[src/hw/fp_pkg.sv]
`default_nettype none

package fp_pkg;

	// ====================================================================
	// Custom 27-bit float format
	// ====================================================================
	// Sign on top, then exponent, then fraction
	// Value is (-1)^s * 2^(e - bias) * 1.f
	parameter int FP_WIDTH = 27;
	parameter int EXP_WIDTH = 8;
	parameter int FRAC_WIDTH = 18;
	// Exponent code for 2^0
	parameter int EXP_BIAS = 127;

	// Integer input and fixed point output width
	parameter int INT_WIDTH = 16;

	typedef logic [FP_WIDTH-1:0] fp_t;
	typedef logic [INT_WIDTH-1:0] int_t;

	// ====================================================================
	// Fast inverse square root constants
	// ====================================================================
	// Initial guess magic number, re-derived for this format
	parameter fp_t INV_SQRT_MAGIC = 27'd49920718;
	// 1.5 encoded as exponent 127 with fraction MSB set
	parameter fp_t THREE_HALVES = 27'd33423360;

	// Pipeline depths in clock cycles
	parameter int ADD_LATENCY = 2;
	parameter int INV_SQRT_LATENCY = 5;

endpackage

`default_nettype wire

[src/hw/fp_add.sv]
`timescale 1ns/10ps
`default_nettype none

module fp_add import fp_pkg::*; (
	input  logic clk,
	input  fp_t  a,
	input  fp_t  b,
	output fp_t  sum
);

	// Guard bit, significand, then room for the shifted-out bits
	localparam int ALIGN_WIDTH = 2 * FRAC_WIDTH + 1;
	localparam int NORM_WIDTH = ALIGN_WIDTH + FRAC_WIDTH - 1;
	localparam int FLUSH_LIMIT = ALIGN_WIDTH - 2;
	localparam int SHIFT_WIDTH = $clog2(ALIGN_WIDTH + 1);

	logic                   a_sign;
	logic                   b_sign;
	logic [EXP_WIDTH-1:0]   a_exp;
	logic [EXP_WIDTH-1:0]   b_exp;
	logic [FRAC_WIDTH-1:0]  a_sig;
	logic [FRAC_WIDTH-1:0]  b_sig;
	logic                   a_larger;
	logic [EXP_WIDTH-1:0]   diff_a;
	logic [EXP_WIDTH-1:0]   diff_b;
	logic [EXP_WIDTH-1:0]   larger_exp;
	logic [ALIGN_WIDTH-1:0] a_aligned;
	logic [ALIGN_WIDTH-1:0] b_aligned;
	logic [ALIGN_WIDTH-1:0] raw_sum;

	// Stage one registers
	logic [ALIGN_WIDTH-1:0] s1_sum;
	logic [EXP_WIDTH-1:0]   s1_exp;
	logic                   s1_a_zero;
	logic                   s1_b_zero;
	fp_t                    s1_a;
	fp_t                    s1_b;
	logic                   s1_sign;

	logic [SHIFT_WIDTH-1:0] norm_shift;
	logic [NORM_WIDTH-1:0]  norm_word;
	logic [FRAC_WIDTH-1:0]  sum_frac;
	logic [EXP_WIDTH:0]     exp_up;
	logic [EXP_WIDTH-1:0]   sum_exp;
	logic                   underflow;

	// ====================================================================
	// Stage one, align and add
	// ====================================================================
	assign a_sign = a[FP_WIDTH-1];
	assign b_sign = b[FP_WIDTH-1];
	assign a_exp = a[FP_WIDTH-2 -: EXP_WIDTH];
	assign b_exp = b[FP_WIDTH-2 -: EXP_WIDTH];
	assign a_sig = {1'b1, a[FRAC_WIDTH-1:1]};
	assign b_sig = {1'b1, b[FRAC_WIDTH-1:1]};

	// Magnitude compare on exponent then significand
	assign a_larger = (a_exp > b_exp) || ((a_exp == b_exp) && (a_sig > b_sig));
	assign diff_a = b_exp - a_exp;
	assign diff_b = a_exp - b_exp;
	assign larger_exp = (b_exp > a_exp) ? b_exp : a_exp;

	// Smaller operand slides right, flushed when fully shifted out
	assign a_aligned = a_larger ? {1'b0, a_sig, {FRAC_WIDTH{1'b0}}} :
		(diff_a > FLUSH_LIMIT) ? '0 : ({1'b0, a_sig, {FRAC_WIDTH{1'b0}}} >> diff_a);
	assign b_aligned = !a_larger ? {1'b0, b_sig, {FRAC_WIDTH{1'b0}}} :
		(diff_b > FLUSH_LIMIT) ? '0 : ({1'b0, b_sig, {FRAC_WIDTH{1'b0}}} >> diff_b);

	// Opposite signs subtract smaller from larger
	assign raw_sum = ((a_sign ^ b_sign) && a_larger) ? (a_aligned - b_aligned) :
		((a_sign ^ b_sign) && !a_larger) ? (b_aligned - a_aligned) :
		(a_aligned + b_aligned);

	always_ff @(posedge clk) begin
		s1_sum <= raw_sum;
		s1_exp <= larger_exp;
		s1_a_zero <= (a_exp == '0);
		s1_b_zero <= (b_exp == '0);
		s1_a <= a;
		s1_b <= b;
		s1_sign <= a_larger ? a_sign : b_sign;
	end

	// ====================================================================
	// Stage two, normalize
	// ====================================================================
	// Leading zero count, ALIGN_WIDTH when the sum is zero
	always_comb begin
		norm_shift = SHIFT_WIDTH'(ALIGN_WIDTH);
		for (int i = 0; i < ALIGN_WIDTH; i++) begin
			if (s1_sum[i]) begin
				norm_shift = SHIFT_WIDTH'(ALIGN_WIDTH - 1 - i);
			end
		end
	end

	// Extra place of shift drops the hidden one
	assign norm_word = {s1_sum, {(FRAC_WIDTH-1){1'b0}}} << (norm_shift + 1'b1);
	assign sum_frac = norm_word[NORM_WIDTH-1 -: FRAC_WIDTH];

	// Guard bit position counts as one above the larger exponent
	assign exp_up = {1'b0, s1_exp} + 1'b1;
	assign sum_exp = exp_up[EXP_WIDTH-1:0] - EXP_WIDTH'(norm_shift);
	assign underflow = (exp_up <= (EXP_WIDTH+1)'(norm_shift));

	always_ff @(posedge clk) begin
		if (s1_a_zero && s1_b_zero) begin
			sum <= '0;
		end else if (s1_a_zero) begin
			sum <= s1_b;
		end else if (s1_b_zero) begin
			sum <= s1_a;
		end else if (underflow || (s1_sum == '0)) begin
			sum <= '0;
		end else begin
			sum <= {s1_sign, sum_exp, sum_frac};
		end
	end

endmodule

`default_nettype wire

[src/hw/fp_inv_sqrt.sv]
`timescale 1ns/10ps
`default_nettype none

module fp_inv_sqrt import fp_pkg::*; (
	input  logic clk,
	input  logic reset,
	input  logic conv_valid,
	input  fp_t  conv_fp,
	output logic isq_valid,
	output fp_t  isq_fp
);

	// Two multiply stages, the adder, then the last operand register
	localparam int Y_DEPTH = ADD_LATENCY + 3;

	logic                  x_sign;
	logic [EXP_WIDTH-1:0]  x_exp;
	logic [FRAC_WIDTH-1:0] x_frac;
	fp_t                   y_guess;
	fp_t                   half_x;
	fp_t                   y_sq;
	fp_t                   half_x_q;
	fp_t                   y_sq_q;
	fp_t                   xy2;
	fp_t                   xy2_q;
	fp_t                   neg_xy2;
	fp_t                   newton_term;
	fp_t                   newton_term_q;
	fp_t                   y_pipe [Y_DEPTH];
	logic [INV_SQRT_LATENCY-1:0] valid_pipe;

	assign x_sign = conv_fp[FP_WIDTH-1];
	assign x_exp = conv_fp[FP_WIDTH-2 -: EXP_WIDTH];
	assign x_frac = conv_fp[FRAC_WIDTH-1:0];

	// ====================================================================
	// Stage 1, initial guess and y squared
	// ====================================================================
	// Whole-word shift halves the exponent, magic corrects the bias
	assign y_guess = INV_SQRT_MAGIC - (conv_fp >> 1);
	// x/2 by exponent decrement
	assign half_x = {x_sign, x_exp - 1'b1, x_frac};

	fp_mul u_mul_ysq (.a(y_guess), .b(y_guess), .prod(y_sq));

	always_ff @(posedge clk) begin
		half_x_q <= half_x;
		y_sq_q <= y_sq;
	end

	// Stage 2, x/2 * y^2
	fp_mul u_mul_xy2 (.a(half_x_q), .b(y_sq_q), .prod(xy2));

	always_ff @(posedge clk) begin
		xy2_q <= xy2;
	end

	// Stages 3 and 4, 1.5 - x/2 * y^2 through the adder
	assign neg_xy2 = {~xy2_q[FP_WIDTH-1], xy2_q[FP_WIDTH-2:0]};

	fp_add u_add_newton (.clk(clk), .a(neg_xy2), .b(THREE_HALVES), .sum(newton_term));

	always_ff @(posedge clk) begin
		newton_term_q <= newton_term;
	end

	// Guess rides along so each item meets its own Newton term
	always_ff @(posedge clk) begin
		y_pipe[0] <= y_guess;
		for (int i = 1; i < Y_DEPTH; i++) begin
			y_pipe[i] <= y_pipe[i-1];
		end
	end

	// Stage 5, y * (1.5 - x/2 * y^2)
	fp_mul u_mul_out (.a(y_pipe[Y_DEPTH-1]), .b(newton_term_q), .prod(isq_fp));

	// Valid strobe tracks the data, one bit per stage
	always_ff @(posedge clk) begin
		if (reset) begin
			valid_pipe <= '0;
		end else begin
			valid_pipe <= {valid_pipe[INV_SQRT_LATENCY-2:0], conv_valid};
		end
	end

	assign isq_valid = valid_pipe[INV_SQRT_LATENCY-1];

endmodule

`default_nettype wire

[src/hw/fp_mul.sv]
`timescale 1ns/10ps
`default_nettype none

module fp_mul import fp_pkg::*; (
	input  fp_t a,
	input  fp_t b,
	output fp_t prod
);

	localparam int PROD_WIDTH = 2 * FRAC_WIDTH;
	localparam logic [EXP_WIDTH:0] BIAS_W = (EXP_WIDTH+1)'(EXP_BIAS);
	localparam logic [EXP_WIDTH:0] BIAS_M1 = (EXP_WIDTH+1)'(EXP_BIAS - 1);

	logic                  a_sign;
	logic                  b_sign;
	logic [EXP_WIDTH-1:0]  a_exp;
	logic [EXP_WIDTH-1:0]  b_exp;
	// Hidden one plus top fraction bits, fraction LSB dropped
	logic [FRAC_WIDTH-1:0] a_sig;
	logic [FRAC_WIDTH-1:0] b_sig;
	logic [PROD_WIDTH-1:0] sig_prod;
	logic [EXP_WIDTH:0]    exp_sum;
	logic [EXP_WIDTH:0]    exp_adj;
	logic [FRAC_WIDTH-1:0] prod_frac;
	logic                  underflow;

	// Field split
	assign a_sign = a[FP_WIDTH-1];
	assign b_sign = b[FP_WIDTH-1];
	assign a_exp = a[FP_WIDTH-2 -: EXP_WIDTH];
	assign b_exp = b[FP_WIDTH-2 -: EXP_WIDTH];
	assign a_sig = {1'b1, a[FRAC_WIDTH-1:1]};
	assign b_sig = {1'b1, b[FRAC_WIDTH-1:1]};

	// Significand product lies in [1,4)
	assign sig_prod = a_sig * b_sig;
	assign exp_sum = {1'b0, a_exp} + {1'b0, b_exp};

	// Top bit set means one extra power of two
	assign exp_adj = sig_prod[PROD_WIDTH-1] ? (exp_sum - BIAS_M1) : (exp_sum - BIAS_W);
	assign prod_frac = sig_prod[PROD_WIDTH-1] ? sig_prod[PROD_WIDTH-2 -: FRAC_WIDTH] :
		sig_prod[PROD_WIDTH-3 -: FRAC_WIDTH];

	// Sum below 128 leaves no room for a biased exponent
	assign underflow = (exp_sum <= BIAS_W);

	// Zero exponent on either side means a zero operand
	assign prod = (underflow || (a_exp == '0) || (b_exp == '0)) ? '0 :
		{a_sign ^ b_sign, exp_adj[EXP_WIDTH-1:0], prod_frac};

endmodule

`default_nettype wire

[src/hw/fp_to_fixed.sv]
`timescale 1ns/10ps
`default_nettype none

module fp_to_fixed import fp_pkg::*; #(
	parameter int OUT_FRAC_BITS = 14
) (
	input  logic clk,
	input  logic reset,
	input  logic isq_valid,
	input  fp_t  isq_fp,
	output logic out_valid,
	output fp_t  out_fp,
	output int_t out_fixed
);

	localparam int BUF_WIDTH = INT_WIDTH + FRAC_WIDTH;
	localparam logic [EXP_WIDTH:0] BIAS_W = (EXP_WIDTH+1)'(EXP_BIAS);
	// Largest exponent whose integer part still fits below the sign bit
	localparam logic [EXP_WIDTH:0] SAT_EXP = (EXP_WIDTH+1)'(EXP_BIAS + INT_WIDTH - 2);
	localparam int_t SAT_VALUE = {1'b0, {(INT_WIDTH-1){1'b1}}};

	logic [EXP_WIDTH:0]   scaled_exp;
	logic [EXP_WIDTH:0]   shift_amt;
	logic [BUF_WIDTH-1:0] shift_buf;
	int_t                 fixed_value;

	// Multiply by 2^OUT_FRAC_BITS through the exponent
	assign scaled_exp = {1'b0, isq_fp[FP_WIDTH-2 -: EXP_WIDTH]} +
		(EXP_WIDTH+1)'(OUT_FRAC_BITS);
	assign shift_amt = scaled_exp - BIAS_W;

	// 1.f with the hidden one just above the fraction, moved into the integer field
	assign shift_buf = {{(INT_WIDTH-1){1'b0}}, 1'b1, isq_fp[FRAC_WIDTH-1:0]} << shift_amt;

	always_comb begin
		if (scaled_exp < BIAS_W) begin
			// Below one LSB, truncates to zero
			fixed_value = '0;
		end else if (scaled_exp > SAT_EXP) begin
			fixed_value = SAT_VALUE;
		end else begin
			fixed_value = shift_buf[BUF_WIDTH-1 -: INT_WIDTH];
		end
	end

	always_ff @(posedge clk) begin
		if (reset) begin
			out_valid <= 1'b0;
		end else begin
			out_valid <= isq_valid;
		end
	end

	// Float passes through unscaled next to its fixed point value
	always_ff @(posedge clk) begin
		out_fixed <= fixed_value;
		out_fp <= isq_fp;
	end

endmodule

`default_nettype wire

[src/hw/int_to_fp.sv]
`timescale 1ns/10ps
`default_nettype none

module int_to_fp import fp_pkg::*; (
	input  logic clk,
	input  logic reset,
	input  logic in_valid,
	input  int_t in_value,
	output logic conv_valid,
	output fp_t  conv_fp
);

	localparam int POS_WIDTH = $clog2(INT_WIDTH);
	localparam int BUF_WIDTH = INT_WIDTH + FRAC_WIDTH;

	logic [POS_WIDTH-1:0] lead_pos;
	logic [BUF_WIDTH-1:0] frac_buf;
	logic [EXP_WIDTH-1:0] conv_exp;

	// Position of the leading one, highest set bit wins
	always_comb begin
		lead_pos = '0;
		for (int i = 0; i < INT_WIDTH; i++) begin
			if (in_value[i]) begin
				lead_pos = POS_WIDTH'(i);
			end
		end
	end

	// Leading one lands just above the fraction field
	// Bits below it end up left-aligned
	assign frac_buf = {in_value, {FRAC_WIDTH{1'b0}}} >> lead_pos;

	// 2^lead_pos
	assign conv_exp = EXP_WIDTH'(EXP_BIAS) + EXP_WIDTH'(lead_pos);

	always_ff @(posedge clk) begin
		if (reset) begin
			conv_valid <= 1'b0;
		end else begin
			conv_valid <= in_valid;
		end
	end

	// Unsigned input, sign bit always clear
	always_ff @(posedge clk) begin
		if (in_valid) begin
			conv_fp <= (in_value == '0) ? '0 : {1'b0, conv_exp, frac_buf[FRAC_WIDTH-1:0]};
		end
	end

endmodule

`default_nettype wire

[src/hw/inv_sqrt_unit.sv]
`timescale 1ns/10ps
`default_nettype none

module inv_sqrt_unit import fp_pkg::*; #(
	parameter int OUT_FRAC_BITS = 14
) (
	input  logic clk,
	input  logic reset,
	input  logic in_valid,
	input  int_t in_value,
	output logic out_valid,
	output fp_t  out_fp,
	output int_t out_fixed
);

	// ====================================================================
	// Convert, 1/sqrt, fixed point readout
	// ====================================================================
	logic conv_valid;
	fp_t  conv_fp;
	logic isq_valid;
	fp_t  isq_fp;

	// 1 cycle
	int_to_fp u_int_to_fp (
		.clk        (clk),
		.reset      (reset),
		.in_valid   (in_valid),
		.in_value   (in_value),
		.conv_valid (conv_valid),
		.conv_fp    (conv_fp)
	);

	// INV_SQRT_LATENCY cycles
	fp_inv_sqrt u_fp_inv_sqrt (
		.clk        (clk),
		.reset      (reset),
		.conv_valid (conv_valid),
		.conv_fp    (conv_fp),
		.isq_valid  (isq_valid),
		.isq_fp     (isq_fp)
	);

	// 1 cycle, output scale set here
	fp_to_fixed #(
		.OUT_FRAC_BITS (OUT_FRAC_BITS)
	) u_fp_to_fixed (
		.clk       (clk),
		.reset     (reset),
		.isq_valid (isq_valid),
		.isq_fp    (isq_fp),
		.out_valid (out_valid),
		.out_fp    (out_fp),
		.out_fixed (out_fixed)
	);

endmodule

`default_nettype wire
[config.mk]
export PLATFORM = sky130hd
export DESIGN_NAME = inv_sqrt_unit
export DESIGN_NICKNAME = d
export VERILOG_FILES = /design/src/hw/fp_pkg.sv /design/src/hw/fp_add.sv /design/src/hw/fp_inv_sqrt.sv /design/src/hw/fp_mul.sv /design/src/hw/fp_to_fixed.sv /design/src/hw/int_to_fp.sv /design/src/hw/inv_sqrt_unit.sv
export SDC_FILE = /design/constraint.sdc
export NUM_CORES = 2
export LEC_CHECK = 0
export BUFFER_PORTS_ARGS = -buffer_cell sky130_fd_sc_hd__buf_2
export CAP_MARGIN = 30
export CORE_MARGIN = 3
export CORE_UTILIZATION = 70
export CTS_CLUSTER_SIZE = 8
export DETAILED_ROUTE_END_ITERATION = 6
export GPL_TIMING_DRIVEN = 0
export PLACE_DENSITY = 0.87
export SYNTH_ARGS = -nofsm -noshare
export SYNTH_HDL_FRONTEND = slang
export SYNTH_HIERARCHICAL = 1
export SYNTH_SLANG_ARGS = --single-unit
[constraint.sdc]
create_clock -name clk -period 18.52 [get_ports clk]
set_input_delay 1.852 -clock clk [delete_from_list [all_inputs] [get_ports clk]]
set_output_delay 1.852 -clock clk [all_outputs]
set_load 0.03 [all_outputs]
Yosys cells after proc, flatten, opt, wreduce, memory -nomap -nowiden:

Memories as Yosys holds them, arrays and structs flattened.
Cells that the tools add are included.

* add/subtract/negate cells: 22
* bitwise gates (word level): 3
* mux-type cells: 67
* equality and inequality tests: 1
* $lt $le $gt $ge: 11
* reductions and logical operators: 22
* multipliers: 3
* shifts and indexed selects: 5

Operator list (number)
* $mux 37: 6
* $mux 6: 36
* $mul 18x18->36: 3
* $sub 37x37->37: 2
* $sub 8x7->8 const B: 7
* $mux 18: 3
* $shl 54x6->54: 1
* $logic_not 8->1: 6
* $add 37x37->37: 1
* $logic_not 37->1: 1
* $shr 36x8->37: 1
* $shr 36x8->37 const A: 1
* $shl 19x9->34: 1
* $shr 34x4->18: 1
* $mux 4: 8
* $add 8x8->9: 3
* $le 9x7->1 const B: 3
* $sub 26x26->27 const A: 1
* $mux 26: 1
* $mux 25: 1
* $mux 8: 3
* $gt 18x18->1 const B: 1
* $gt 8x6->1 const B: 2
* $logic_not 16->1: 1
* 24 further kinds: 40

* word-level logic and storage cells: 155
* output and inout port bits: 44
* memories: 1
* input port bits: 19
* bits in writable memories: 135
* flip-flop bits (word level): 259

Memories
* u_fp_inv_sqrt.y_pipe: depth 5, bits a word 27, rd ports 5, clocked after Yosys merged registers in 0, write ports 5, line fp_inv_sqrt.sv:29 `fp_t y_pipe [Y_DEPTH];`

Longest topological paths before layout:

* word-level depth: 40
* depth in mapped cells: 37
* mapped depth without buffers: 32

Hierarchy:

The synthesis kept the hierarchy.

Modules (own cells, without submodules)
* fp_add: sequential area each 2582.5 um^2, area an instance 15466.1 um^2, cells each 2043, times used 1
* fp_mul at u_fp_inv_sqrt.u_mul_ysq: sequential area each 0.0 um^2, area an instance 11173.2 um^2, cells each 1327, times used 1
* fp_mul at u_fp_inv_sqrt.u_mul_out: sequential area each 0.0 um^2, area an instance 11150.7 um^2, cells each 1340, times used 1
* fp_mul at u_fp_inv_sqrt.u_mul_xy2: sequential area each 0.0 um^2, area an instance 10998.0 um^2, cells each 1295, times used 1
* fp_inv_sqrt: sequential area each 4944.7 um^2, area an instance 6023.3 um^2, cells each 410, times used 1
* fp_to_fixed: sequential area each 880.8 um^2, area an instance 2755.1 um^2, cells each 279, times used 1
* int_to_fp: sequential area each 680.7 um^2, area an instance 1761.7 um^2, cells each 194, times used 1

Least setup slack after synthesis:

OpenSTA, ideal clock, no wires.

* path kind: register to register
* from: reg u_fp_inv_sqrt.newton_term_q[12]
* to: reg u_fp_to_fixed.out_fixed[2]
* arrival time: 8466 ps
* stages on the path, launching flop included: 31
* period minus slack after synthesis: 8605 ps
* library setup time: 139 ps
* required time: 18381 ps
* path slack: 9915 ps
* buffers on the path: 5
* cells stage by stage: dfxtp_1 clkbuf_1 clkbuf_1 nand2_1 fa_1 fa_1 inv_1 fa_1 fa_1 fa_1 inv_1 fa_1 inv_1 ha_1 buf_2 a21oi_1 o21ai_1 a31oi_1 o21ai_2 a221o_1 a21oi_4 xnor2_1 clkbuf_1 nand2_1 a21oi_1 ha_1 buf_2 mux4_2 mux4_2 a21oi_1 o21ai_0

* longest elaborated chain between the ends: 7
* elaborated cells between the ends (all ways): 10
* classes of those cells: add/sub: 2; mul: 1; order compare: 2; shift: 1; mux: 4

RTL lines
* start: declaration: line fp_inv_sqrt.sv:28 `fp_t newton_term_q;`
* start signal: assignment: line fp_inv_sqrt.sv:64 `newton_term_q <= newton_term;`
* $mul 18x18->36 (*): line fp_mul.sv:36 `assign sig_prod = a_sig * b_sig;`
* $mux 8 (*): line fp_mul.sv:40 `assign exp_adj = sig_prod[PROD_WIDTH-1] ? (exp_sum - BIAS_M1) : (exp_sum - BIAS_W);`
* $mux 26 (*): line fp_mul.sv:48 `assign prod = (underflow || (a_exp == '0) || (b_exp == '0)) ? '0 :`
* named net isq_fp[18]: line inv_sqrt_unit.sv:22 `fp_t isq_fp;`
* $add 8x4->9 (*): line fp_to_fixed.sv:28 `assign scaled_exp = {1'b0, isq_fp[FP_WIDTH-2 -: EXP_WIDTH]} +`
* $sub 9x7->9: line fp_to_fixed.sv:30 `assign shift_amt = scaled_exp - BIAS_W;`
* $shl 19x9->34: line fp_to_fixed.sv:33 `assign shift_buf = {{(INT_WIDTH-1){1'b0}}, 1'b1, isq_fp[FRAC_WIDTH-1:0]} << shift_amt;`
* $mux 15: line fp_to_fixed.sv:39 `end else if (scaled_exp > SAT_EXP) begin`
* end signal: assignment: line fp_to_fixed.sv:56 `out_fixed <= fixed_value;`
* end: declaration: line fp_to_fixed.sv:13 `output int_t out_fixed`

The timed path passes the listed nets; every way through them passes the cells marked *.
A chain may end at the register's enable or synchronous reset.

Worst setup path in the final report:

* from: reg u_fp_inv_sqrt.newton_term_q[12]
* to: reg u_fp_to_fixed.out_fixed[14]

The elaborated chain is that of the path after synthesis.

==> qor.yml <==
run_status:
  status: "finished clean"
min_path:
  hold_class: "flip-flop to flip-flop"
clocking:
  clock_latency_ns: 0.64
  h-tree-depth: 2
  clkSlewWorstSetupHoldPaths_ns: 0.07
  cts_buffer_depth: 3
  cts_tree: "built"
  numCtsBuffers: 61
  root_buffer: "clkbuf_16"
  cts.sinks: 432
  post_cts_resized: 0
  hold_buffers: 0
  cts_setup_buffers: 0
finish:
  stdcell_area_mm2: 0.0630
  final_nets: 8380
  multi_input_area_mm2: 0.0451
  register_area_mm2: 0.00887
  nFillCells: 5891
  drive_above_1_share_pct: 6.14
  area_delta_synth_final_pct: 6.76
timing:
  final.period_utilization_pct: 61.3
  max_freq_mhz: 88.1
  finalSetupTns_ns: 0
  period_needed_ns: 11.35
  setup_viol: 0
  finClkSkew_ns: 0.0669
  hold-worst-slack_ns: 0.286
  rsz0062_at_grt: "no"
  max_slew_margin_pct: 23.0
  tightest_slew_ns: 1.15
  slew_violations: 0
  hold_violations: 0
critical_path:
  cpMostUsedCell: "fa_1"
  critPathLaunchType: "flip-flop"
  required_ns: 18.92
  slowest_stage: "o311ai_1"
  reg2reg_to: "u_fp_to_fixed/out_fixed[14]"
  cp.depth: 32
  crit_path_end_kind: "flip-flop"
  critPathLaunch: "u_fp_inv_sqrt/newton_term_q[12]"
  reg2reg_depth: 32
  cp_data_arrival_time_ns: 11.75
  crit_end: "u_fp_to_fixed/out_fixed[14]"
  worstPathMaxFanout: 10
  max_stage_delay_ns: 0.94
  crit_buf_inv: 8
  path_class: "flip-flop to flip-flop"
  rr_startpoint: "u_fp_inv_sqrt/newton_term_q[12]"
  cp_top_family: "adder cells"
  r2r_slack_ns: 7.17
placement:
  hpwl_mm: 142
  dpl_cell_area_mm2: 0.0613
  place_congestion: 1.05
  numPortBuffers: 57
route:
  highest_layer: "met5"
  routed_wl_mm: 180
  dr.pass1.iters: 7
  dr_wl_met3_mm: 19.6
  drtAntennaViolNets: 0
  met1_length_mm: 67.7
  drt_iter0_drc: 5871
  post_drt_wl_per_cell_um: 21.9
  drcViolationCount: 0
  viasPerCell: 6.30
  vias: 51800
  met2WireLength_mm: 80.5
floorplanning:
  rows: 105
  start_util_pct: 71.3
  ioPinCount: 63
  die_area_mm2: 0.0878
  die_h_um: 296
  core-area_mm2: 0.0828
  die_w_um: 296
flow_run:
  drv_cap: 0
global_routing:
  grt_max_degree: 24
  overflow: 0
  antenna_found_initial: 8
  grt_pass1_vias: 52500
  grt_pass1_wl_mm: 285
  gr-usage-all-layers_pct: 41.5
synth:
  synthCells: 6860
  synth_area_mm2: 0.0590
  ys.warnings.count: 6
  syn_avg_cell_area_um2: 8.60
[worst min-delay path by stage]
stage | start | to | slack, ns | cells after the start
CTS | u_fp_inv_sqrt/u_add_newton/sum[26] | u_fp_inv_sqrt/newton_term_q[26] | 0.29 | 0
global route | u_fp_inv_sqrt/y_pipe[0][105] | u_fp_inv_sqrt/y_pipe[0][132] | 0.29 | 0
finish | u_fp_inv_sqrt/u_add_newton/sum[26] | u_fp_inv_sqrt/newton_term_q[26] | 0.29 | 0
global placement | u_fp_inv_sqrt/y_pipe[0][76] | u_fp_inv_sqrt/y_pipe[0][103] | 0.31 | 0
floorplan | u_fp_inv_sqrt/u_add_newton/sum[10] | u_fp_inv_sqrt/newton_term_q[10] | 0.31 | 0
detailed placement | u_fp_inv_sqrt/y_pipe[0][99] | u_fp_inv_sqrt/y_pipe[0][126] | 0.31 | 0
[layout by cell type (no fill, tap or decap), types with 45 or more instances in the layout]
master / n
xor2_1: 88
a21o_1: 102
clkbuf_1: 213
ha_1: 464
fa_1: 770
nor2b_1: 45
nand2_1: 905
nor2_1: 332
inv_1: 1122
conb_1: 133
buf_2: 110
mux2i_1: 143
dfxtp_1: 410
a22oi_1: 47
nand3_1: 101
and3_1: 47
nor3_1: 82
o21ai_0: 205
nand4_1: 47
xnor2_1: 136
and2_1: 333
clkbuf_16: 62
mux4_2: 47
a21oi_1: 297
[registers in the layout, summed over array words and instances, names as in the netlist, 5 cells and up]
name	flops
u_fp_to_fixed/out_fp	27
u_fp_inv_sqrt/newton_term_q	26
u_fp_inv_sqrt/y_sq_q	26
u_fp_inv_sqrt/u_add_newton/s1_exp	8
u_fp_inv_sqrt/u_add_newton/s1_b	26
u_fp_inv_sqrt/u_add_newton/s1_a	26
u_fp_inv_sqrt/half_x_q	26
u_fp_inv_sqrt/valid_pipe	5
u_int_to_fp/conv_fp	22
u_fp_inv_sqrt/u_add_newton/s1_sum	37
u_fp_inv_sqrt/u_add_newton/sum	26
u_fp_to_fixed/out_fixed	16
u_fp_inv_sqrt/xy2_q	26
u_fp_inv_sqrt/y_pipe	130
[layer usage]
metal	vias to the layer above	global-route usage, %
li1	22900	-
met1	24800	53.3
met2	3321	65.4
met3	784	9.97
met4	8	22.1
met5	-	0
[layout make-up]
type                    instances  share of cell area, %
well taps                    1070                   2.13
clock inverters                 6                  0.131
multi-input cells            5126                   71.5
plain buffers                 301                   2.16
inverters                    1131                   6.74
repair buffers                 74                  0.677
flip-flops and latches        432                   14.1
clock buffers                  68                   2.52
diodes                          8                 0.0318
[worst register-to-register path, delay by kind of cell (launching register included)]
kind / cells / cell delay (ns)
AOI/OAI and AO/OA: 7 / 2.92
xor gates and xnor gates: 1 / 0.54
adders and majority gates: 8 / 3.90
buffers and inverters: 8 / 1.70
DFF: 1 / 0.36
and+or+nand+nor: 8 / 1.71
[stage by stage]
stage	setup slack, ns	std cells	utilization [%]
after global routing	6.60	8208	76.1
after detailed placement	7.72	8131	74.0
after global placement	7.79	8117	73.8
after CTS	7.63	8205	76.0
final	7.17	8216	76.1
after floorplan	9.92	6990	-
Power is not shown: default switching activity piles up to over one toggle a cycle in this logic, so the estimate is an artifact.
